[src/hdl/ahb_axi_pkg.sv]
package ahb_axi_pkg;

   // ****************************************
   // Bus widths
   // ****************************************
   localparam int ADDR_W = 32;                 // AHB and AXI address
   localparam int DATA_W = 64;                 // Data bus, both sides
   localparam int STRB_W = DATA_W / 8;         // One strobe per byte lane

   typedef logic [ADDR_W-1:0] addr_t;
   typedef logic [DATA_W-1:0] data_t;
   typedef logic [STRB_W-1:0] strb_t;
   typedef logic [1:0]        axi_resp_t;      // OKAY when zero, error otherwise

   // ****************************************
   // Memory regions
   // ****************************************
   // Both regions are size aligned, so a masked compare is enough
   localparam addr_t DCCM_BASE = 32'hF004_0000;
   localparam addr_t DCCM_SIZE = 32'h0001_0000; // 64 KiB
   localparam addr_t ICCM_BASE = 32'hEE00_0000;
   localparam addr_t ICCM_SIZE = 32'h0001_0000; // 64 KiB

   // ****************************************
   // Encodings
   // ****************************************
   typedef enum logic [2:0] {
      SIZE_BYTE  = 3'b000,
      SIZE_HALF  = 3'b001,
      SIZE_WORD  = 3'b010,
      SIZE_DWORD = 3'b011
   } hsize_t;                                  // Same code on AHB hsize and AXI axsize

   typedef enum logic [1:0] {
      TRANS_IDLE   = 2'b00,
      TRANS_BUSY   = 2'b01,
      TRANS_NONSEQ = 2'b10,
      TRANS_SEQ    = 2'b11
   } htrans_t;                                 // Bit 1 set means a real transfer

   typedef enum logic [1:0] {
      ST_IDLE = 2'b00,                         // No command in flight
      ST_WR   = 2'b01,                         // Write address phase taken
      ST_RD   = 2'b10,                         // Read address phase taken
      ST_PEND = 2'b11                          // Read issued, waiting on R
   } bus_state_t;

endpackage

[src/hdl/bridge_cmd_if.sv]
`timescale 1ns/1ps

// Command load and status between bus controller and command buffer
interface bridge_cmd_if
   import ahb_axi_pkg::*;
();

   logic   load;        // One cycle pulse, capture the command
   logic   abort;       // Live hresp from the controller
   logic   write;       // Registered hwrite
   hsize_t size;        // Registered hsize
   addr_t  addr;        // Registered haddr
   logic   full;        // Entry held and not leaving this cycle
   logic   pend_write;  // Held command is a write

   modport ctrl (
      output load, abort, write, size, addr,
      input  full, pend_write
   );

   modport buffer (
      input  load, abort, write, size, addr,
      output full, pend_write
   );

endinterface

[src/hdl/access_check.sv]
`timescale 1ns/1ps

// Region and alignment rules for one captured AHB access
module access_check
   import ahb_axi_pkg::*;
(
   input  addr_t  addr,
   input  hsize_t size,
   input  logic   write,
   output logic   access_error
);

   logic in_dccm;
   logic in_iccm;
   logic size_ok;        // Word or doubleword
   logic region_err;
   logic size_err;
   logic align_err;

   // ****************************************
   // Region decode
   // ****************************************
   assign in_dccm = ((addr & ~(DCCM_SIZE - 32'd1)) == DCCM_BASE);
   assign in_iccm = ((addr & ~(ICCM_SIZE - 32'd1)) == ICCM_BASE);

   assign region_err = ~(in_dccm | in_iccm);   // Not for either CCM

   // ICCM takes only wide accesses, DCCM only for writes
   assign size_ok  = (size == SIZE_WORD) | (size == SIZE_DWORD);
   assign size_err = (in_iccm | (in_dccm & write)) & ~size_ok;

   // ****************************************
   // Alignment
   // ****************************************
   always_comb begin
      case (size)
         SIZE_HALF:  align_err = addr[0];
         SIZE_WORD:  align_err = |addr[1:0];
         SIZE_DWORD: align_err = |addr[2:0];
         default:    align_err = 1'b0;          // Byte is always aligned
      endcase
   end

   assign access_error = region_err | size_err | align_err;

endmodule

[src/hdl/ahb_axi_bridge.sv]
`timescale 1ns/1ps

// AHB-Lite to AXI4 bridge, single beat transfers
module ahb_axi_bridge
   import ahb_axi_pkg::*;
(
   input  logic      bus_clk,
   input  logic      rst_n,

   // AHB-Lite slave
   input  addr_t     haddr,
   input  hsize_t    hsize,
   input  htrans_t   htrans,
   input  logic      hwrite,
   input  data_t     hwdata,
   input  logic      hsel,
   input  logic      hreadyin,
   output data_t     hrdata,
   output logic      hreadyout,
   output logic      hresp,

   // AXI4 write address and data
   output logic      awvalid,
   input  logic      awready,
   output addr_t     awaddr,
   output hsize_t    awsize,
   output logic      wvalid,
   input  logic      wready,          // Assumed high together with awready
   output data_t     wdata,
   output strb_t     wstrb,

   // AXI4 read address and data
   output logic      arvalid,
   input  logic      arready,
   output addr_t     araddr,
   output hsize_t    arsize,
   input  logic      rvalid,
   input  data_t     rdata,
   input  axi_resp_t rresp
);

   bridge_cmd_if u_cmd_if ();

   // ****************************************
   // AHB side
   // ****************************************
   ahb_bus_ctrl u_ahb_bus_ctrl (
      .bus_clk   (bus_clk),
      .rst_n     (rst_n),
      .haddr     (haddr),
      .hsize     (hsize),
      .htrans    (htrans),
      .hwrite    (hwrite),
      .hsel      (hsel),
      .hreadyin  (hreadyin),
      .rvalid    (rvalid),
      .rdata     (rdata),
      .rresp     (rresp),
      .hrdata    (hrdata),
      .hreadyout (hreadyout),
      .hresp     (hresp),
      .cmd       (u_cmd_if.ctrl)
   );

   // ****************************************
   // AXI side
   // ****************************************
   cmd_buffer u_cmd_buffer (
      .bus_clk (bus_clk),
      .rst_n   (rst_n),
      .hwdata  (hwdata),
      .awready (awready),
      .arready (arready),
      .cmd     (u_cmd_if.buffer),
      .awvalid (awvalid),
      .awaddr  (awaddr),
      .awsize  (awsize),
      .wvalid  (wvalid),
      .wdata   (wdata),
      .wstrb   (wstrb),
      .arvalid (arvalid),
      .araddr  (araddr),
      .arsize  (arsize)
   );

endmodule

[src/hdl/ahb_bus_ctrl.sv]
`timescale 1ns/1ps

// AHB-Lite slave side of the bridge
module ahb_bus_ctrl
   import ahb_axi_pkg::*;
(
   input  logic       bus_clk,
   input  logic       rst_n,

   // AHB address and data phase
   input  addr_t      haddr,
   input  hsize_t     hsize,
   input  htrans_t    htrans,
   input  logic       hwrite,
   input  logic       hsel,
   input  logic       hreadyin,

   // AXI read return
   input  logic       rvalid,
   input  data_t      rdata,
   input  axi_resp_t  rresp,

   output data_t      hrdata,
   output logic       hreadyout,
   output logic       hresp,

   bridge_cmd_if.ctrl cmd
);

   bus_state_t state_q, state_d;
   logic       state_en;

   logic       hready;          // Transfer completes this cycle
   logic       hready_q;
   logic       hresp_q;
   htrans_t    htrans_in;       // htrans qualified by hsel
   htrans_t    htrans_q;
   logic       addr_en;

   // Captured address phase
   hsize_t     hsize_q;
   logic       hwrite_q;
   addr_t      haddr_q;

   logic       access_error;
   logic       load_d;

   // Read return buffer
   logic       rdata_en;
   data_t      rdata_q;
   logic       read_error_d;
   logic       read_error_q;    // High for one cycle only

   // ****************************************
   // Bus FSM
   // ****************************************
   always_comb begin
      state_d      = ST_IDLE;
      state_en     = 1'b0;
      load_d       = 1'b0;
      rdata_en     = 1'b0;
      read_error_d = 1'b0;
      case (state_q)
         ST_IDLE: begin
            state_d  = hwrite ? ST_WR : ST_RD;
            state_en = hready & htrans[1] & hsel;   // Only on NONSEQ or SEQ
         end
         ST_WR: begin
            // Next transfer may follow right behind the write data
            if (hresp | (htrans == TRANS_IDLE) | ~hsel)
               state_d = ST_IDLE;
            else
               state_d = hwrite ? ST_WR : ST_RD;
            state_en = ~cmd.full | hresp;
            // No load on error, or when the master inserts BUSY
            load_d   = ~cmd.full & ~(hresp | ((htrans == TRANS_BUSY) & hsel));
         end
         ST_RD: begin
            state_d  = hresp ? ST_IDLE : ST_PEND;   // Error ends the read here
            state_en = ~cmd.full | hresp;
            load_d   = ~cmd.full & ~hresp;
         end
         ST_PEND: begin
            state_d      = ST_IDLE;
            state_en     = rvalid & ~cmd.pend_write;  // Data is back
            rdata_en     = state_en;
            read_error_d = state_en & (|rresp);
         end
         default: begin
            state_d = ST_IDLE;
         end
      endcase
   end

   always_ff @(posedge bus_clk or negedge rst_n) begin
      if (!rst_n) begin
         state_q <= ST_IDLE;
      end else if (state_en) begin
         state_q <= state_d;
      end
   end

   // ****************************************
   // AHB handshake and response
   // ****************************************
   assign hready    = hreadyout & hreadyin;
   assign htrans_in = hsel ? htrans : TRANS_IDLE;
   assign addr_en   = hready & htrans[1];

   // Check applies only while a captured transfer is being served
   assign hresp = ((htrans_q != TRANS_IDLE) & (state_q != ST_IDLE) & access_error) |
                  read_error_q |                 // AXI read error
                  (hresp_q & ~hready_q);         // Second cycle of the error

   // Low on the first error cycle, high on the second
   assign hreadyout = hresp ? (hresp_q & ~hready_q) :
                      ((~cmd.full | (state_q == ST_IDLE)) &
                       ~((state_q == ST_RD) | (state_q == ST_PEND)) &
                       ~read_error_q);

   always_ff @(posedge bus_clk or negedge rst_n) begin
      if (!rst_n) begin
         hresp_q      <= 1'b0;
         hready_q     <= 1'b0;
         htrans_q     <= TRANS_IDLE;
         read_error_q <= 1'b0;
      end else begin
         hresp_q      <= hresp;
         hready_q     <= hready;
         htrans_q     <= htrans_in;
         read_error_q <= read_error_d;
      end
   end

   // Address phase capture
   always_ff @(posedge bus_clk) begin
      if (addr_en) begin
         hsize_q  <= hsize;
         hwrite_q <= hwrite;
         haddr_q  <= haddr;
      end
   end

   // Read data held until the master takes it
   always_ff @(posedge bus_clk) begin
      if (rdata_en) begin
         rdata_q <= rdata;
      end
   end

   assign hrdata = rdata_q;

   access_check u_access_check (
      .addr         (haddr_q),
      .size         (hsize_q),
      .write        (hwrite_q),
      .access_error (access_error)
   );

   // ****************************************
   // Command to the buffer
   // ****************************************
   assign cmd.load  = load_d;
   assign cmd.abort = hresp;
   assign cmd.write = hwrite_q;
   assign cmd.size  = hsize_q;
   assign cmd.addr  = haddr_q;

endmodule

[src/hdl/cmd_buffer.sv]
`timescale 1ns/1ps

// One entry command buffer feeding the AXI command channels
module cmd_buffer
   import ahb_axi_pkg::*;
(
   input  logic         bus_clk,
   input  logic         rst_n,

   input  data_t        hwdata,       // Data phase of the write
   input  logic         awready,
   input  logic         arready,

   bridge_cmd_if.buffer cmd,

   output logic         awvalid,
   output addr_t        awaddr,
   output hsize_t       awsize,
   output logic         wvalid,
   output data_t        wdata,
   output strb_t        wstrb,
   output logic         arvalid,
   output addr_t        araddr,
   output hsize_t       arsize
);

   logic   vld_q;                     // Entry valid
   logic   write_q;                   // Entry is a write
   hsize_t size_q;
   addr_t  addr_q;
   data_t  wdata_q;
   strb_t  strb_q;
   strb_t  strb_d;
   logic   accept;                    // AXI takes the command
   logic   clear;

   // ****************************************
   // Byte strobes
   // ****************************************
   always_comb begin
      case (cmd.size)
         SIZE_BYTE:  strb_d = 8'b0000_0001 << cmd.addr[2:0];
         SIZE_HALF:  strb_d = 8'b0000_0011 << cmd.addr[2:0];
         SIZE_WORD:  strb_d = 8'b0000_1111 << cmd.addr[2:0];
         SIZE_DWORD: strb_d = '1;           // All lanes
         default:    strb_d = '0;
      endcase
   end

   assign accept   = (awvalid & awready) | (arvalid & arready);
   assign clear    = (accept & ~cmd.load) | (cmd.abort & ~write_q);  // Error drops a read
   assign cmd.full = vld_q & ~accept;
   assign cmd.pend_write = write_q;

   always_ff @(posedge bus_clk or negedge rst_n) begin
      if (!rst_n) begin
         vld_q   <= 1'b0;
         write_q <= 1'b0;
      end else begin
         if (clear)
            vld_q <= 1'b0;
         else if (cmd.load)
            vld_q <= 1'b1;
         if (cmd.load)
            write_q <= cmd.write;
      end
   end

   always_ff @(posedge bus_clk) begin
      if (cmd.load) begin
         size_q  <= cmd.size;
         addr_q  <= cmd.addr;
         wdata_q <= hwdata;             // AHB data phase lines up with load
         strb_q  <= strb_d;
      end
   end

   // ****************************************
   // AXI command channels
   // ****************************************
   assign awvalid = vld_q & write_q;
   assign awaddr  = addr_q;
   assign awsize  = size_q;
   assign wvalid  = vld_q & write_q;    // Data goes with the address
   assign wdata   = wdata_q;
   assign wstrb   = strb_q;
   assign arvalid = vld_q & ~write_q;
   assign araddr  = addr_q;
   assign arsize  = size_q;

endmodule

[config.mk]
export PLATFORM = sky130hd
export DESIGN_NAME = ahb_axi_bridge
export DESIGN_NICKNAME = d
export VERILOG_FILES = /design/src/hdl/ahb_axi_pkg.sv /design/src/hdl/bridge_cmd_if.sv /design/src/hdl/access_check.sv /design/src/hdl/ahb_axi_bridge.sv /design/src/hdl/ahb_bus_ctrl.sv /design/src/hdl/cmd_buffer.sv
export SDC_FILE = /design/constraint.sdc
export NUM_CORES = 1
export LEC_CHECK = 0
export BUFFER_PORTS_ARGS = -buffer_cell sky130_fd_sc_hd__clkbuf_2
export CORE_AREA = 3 3 149 151
export CTS_CLUSTER_DIAMETER = 40
export DETAILED_ROUTE_END_ITERATION = 8
export DIE_AREA = 0 0 152 154
export GPL_ROUTABILITY_DRIVEN = 0
export REMOVE_ABC_BUFFERS = 1
export SLEW_MARGIN = 20
export SYNTH_ARGS = -nofsm -noshare
export SYNTH_HDL_FRONTEND = slang
export SYNTH_SLANG_ARGS = --single-unit
export TNS_END_PERCENT = 20
[constraint.sdc]
create_clock -name bus_clk -period 5.2 [get_ports bus_clk]
set_clock_uncertainty 0.15 [all_clocks]
set_input_delay 1.04 -clock bus_clk [delete_from_list [all_inputs] [get_ports bus_clk]]
set_output_delay 1.04 -clock bus_clk [all_outputs]
set_load 0.02 [all_outputs]
==> results.yml <==
final_layout:
  insertedDiodeCount: 0
  final_common_cell: "clkbuf_2"
  seq_area_sq_um: 6441
  fill_cells: 1825
  layout-drive-gt1-share: 0.5893
  area.growth.synth_to_final_pct: 40.64
  final_cell_mix: "clkbuf_2 (385), edfxtp_1 (207), clkbuf_16 (31)"
  fin_nets: 923
  multi_input_area_sq_um: 653.1
sta:
  setup-violations-final: 0
  fmax_ghz: 0.2683
  slew_headroom: 0.4505
  min_period_ns: 3.727
  setup_slack_ns: 1.473
  tns_ns: 0
  worst_slew_pin_slew_ns: 0.8243
  rsz0062_at_grt: "no"
  hold_viol_final: 0
  drv_slew: 0
  finalCritPeriodShare: 0.7167
job:
  max_cap_violations: 0
power:
  p_per_area_nw_per_um2: 575.4
  power.total_mw: 6.007
  vdd_ir_drop_max_v: 0.0003644
  p_leak_nw: 4.432
logic_synthesis:
  yosys.area_share.simple: 0.04146
  synth_top_family_by_area: "buffers and inverters"
  avgSynthCellArea_sq_um: 20.39
  yosys.area_share.adder: 0.006742
  synth_cell_type_count: 43
  syn_inst: 364
  synth_edf_count: 207
  ys_seq_area_frac: 0.8677
  synth_warnings: 0
  async_flop_share: 0.04167
  syn_area_sq_um: 7423
  synth-compound-area-share: 0.03270
  synthMuxAreaShare: 0.006911
  synth-seq-cells: 216
  synth_xor_area_frac: 0
  synthFlopType: "edfxtp_1"
setup_path:
  path_max_fanout: 16
  crit_start: "u_ahb_bus_ctrl.cmd.size[1]$_DFFE_PP_"
  required_ns: 4.01
  cpPeakStageDelay_ns: 0.64
  end_kind: "primary output"
  crit_arrival_ns: 2.54
  path_delay_family: "simple AND/OR/NAND/NOR gates"
  slowest_stage: "nor4bb_1"
  reg2reg_from: "u_ahb_bus_ctrl.cmd.addr[21]$_DFFE_PP_"
  path_cells: "nor4bb_1, nor4_2, a41oi_1, o21ai_1, clkbuf_2"
  crit_path_start_kind: "flop"
  worst-setup-path-type: "flop to primary output"
  worst-path-buf-inv: 1
route:
  post_drt_wl_per_cell_um: 18.17
  drt_wl_total_um: 18940
  remaining_drc_errors: 0
  drt_iter0_markers: 273
  vias: 4599
  drtPass1Iterations: 4
  ant_nets: 0
  vias_per_cell: 4.414
global_route:
  first_global_vias: 4774
  grt_max_degree: 61
  grt_use_total: 0.1525
  antenna_found_initial: 2
  grt_pass1_wl_um: 28080
  grt_overflow_total: 0
cts:
  cts_tree: "built"
  cts-root-buf: "clkbuf_16"
  postCtsHoldBufs: 0
  clk_pin_slew_ns: 0.05
  clk_latency_ns: 0.54
  htreeDepth: 1
  cts_setup_buffers: 0
  ctsResizeCount: 0
  cts_buffer_depth: 3
  cts.sink_count: 216
  cts_made_buffers: 31
die:
  die_area_sq_um: 23410
  io_pins: 387
  start_util: 0.3543
  fp.dieW_um: 152
  num_rows: 53
  dieHeight_um: 154
  core_sq_um: 20960
min_path:
  worstHoldPathType: "input pin to asynchronous set/reset pin"
placed_design:
  place_ws_ns: 2.034
  io_buffers: 385
  post-dp-hpwl_um: 14660
outcome:
  status: "finished, final reports clean"
[synth_stat cells, types with 3 or more instances]
library cell,instances,share of area
ha_1,4,0.0067
buf_4,36,0.036
and2_1,4,0.0034
inv_1,10,0.0051
clkbuf_1,6,0.0030
edfxtp_1,207,0.84
a21oi_1,11,0.0074
mux2i_1,4,0.0054
dfrtp_1,9,0.030
o21ai_0,9,0.0061
and3_1,4,0.0034
nand2_1,7,0.0035
nor2_1,15,0.0076
nor3_1,3,0.0020
[final cells by class]
cell class / count / share of cell area
clock buffers: 32 / 0.07466
clock inverters: 25 / 0.02253
inverters: 10 / 0.003595
multi-input cells: 96 / 0.06256
flip-flops and latches: 216 / 0.6170
well taps: 275 / 0.03296
repair buffers: 388 / 0.1867
[registers in the layout, summed over array words and instances (netlist names)]
register                     cells
u_ahb_bus_ctrl.hrdata           64
u_cmd_buffer.wdata              64
u_ahb_bus_ctrl.cmd.addr         32
u_cmd_buffer.araddr             32
u_cmd_buffer.wstrb               8
u_ahb_bus_ctrl.cmd.size          3
u_cmd_buffer.arsize              3
u_ahb_bus_ctrl.htrans_q          2
u_ahb_bus_ctrl.state_q           2
u_ahb_bus_ctrl.cmd.write         1
u_ahb_bus_ctrl.hready_q          1
u_ahb_bus_ctrl.hresp_q           1
u_ahb_bus_ctrl.read_error_q      1
u_cmd_buffer.cmd.pend_write      1
u_cmd_buffer.vld_q               1
[report_power, final]
part	switching [mW]	internal, mW	leakage [nW]
logic	1.02	0.405	1.92
clock network	0.775	1.21	0.502
registers	0.167	2.43	2.01
[final timing paths]
check | cells after the start | slack [ns] | endpoint
setup reg to reg | 5 | 2.15 | u_ahb_bus_ctrl.cmd.addr[14]$_DFFE_PP_
hold / removal | 1 | 0.20 | u_cmd_buffer.cmd.pend_write$_DFFE_PN0P_
hold reg to reg | 0 | 0.27 | u_cmd_buffer.araddr[3]$_DFFE_PP_
setup / recovery | 5 | 1.47 | hreadyout
min in group bus_clk | 0 | 0.27 | u_cmd_buffer.araddr[3]$_DFFE_PP_
max in group asynchronous | 1 | 4.50 | u_cmd_buffer.vld_q$_DFFE_PN0P_
[metrics by stage]
step | instance area [sq um] | util | hold WS, ns | instances
6_report | 10440 | 0.4982 | 0.2008 | 1042
4_1_cts | 10440 | 0.4982 | 0.1859 | 1042
5_1_grt | 10440 | 0.4982 | 0.1960 | 1042
3_3_place_gp | 9425 | 0.4498 | 0.2504 | 985
3_5_place_dp | 9425 | 0.4498 | 0.2545 | 985
2_1_floorplan | 7131 | - | 0.2503 | 322
[metal layers]
| layer | wire length [um] | vias up | global-route usage |
|---|---|---|---|
| li1 | - | 2130 | - |
| met1 | 7220 | 2214 | 0.1808 |
| met2 | 9629 | 207 | 0.2633 |
| met3 | 1526 | 44 | 0.04644 |
| met4 | 532 | 4 | 0.05651 |
| met5 | 27 | - | 0 |
[cells by family after synthesis]
group                      after synthesis
DFF                                    216
and+or+nand+nor                         50
AOI/OAI and AO/OA                       37
muxes                                    5
buffers and inverters                   52
adders and majority gates                4
No activity file was read; power rests on OpenSTA's default activity.
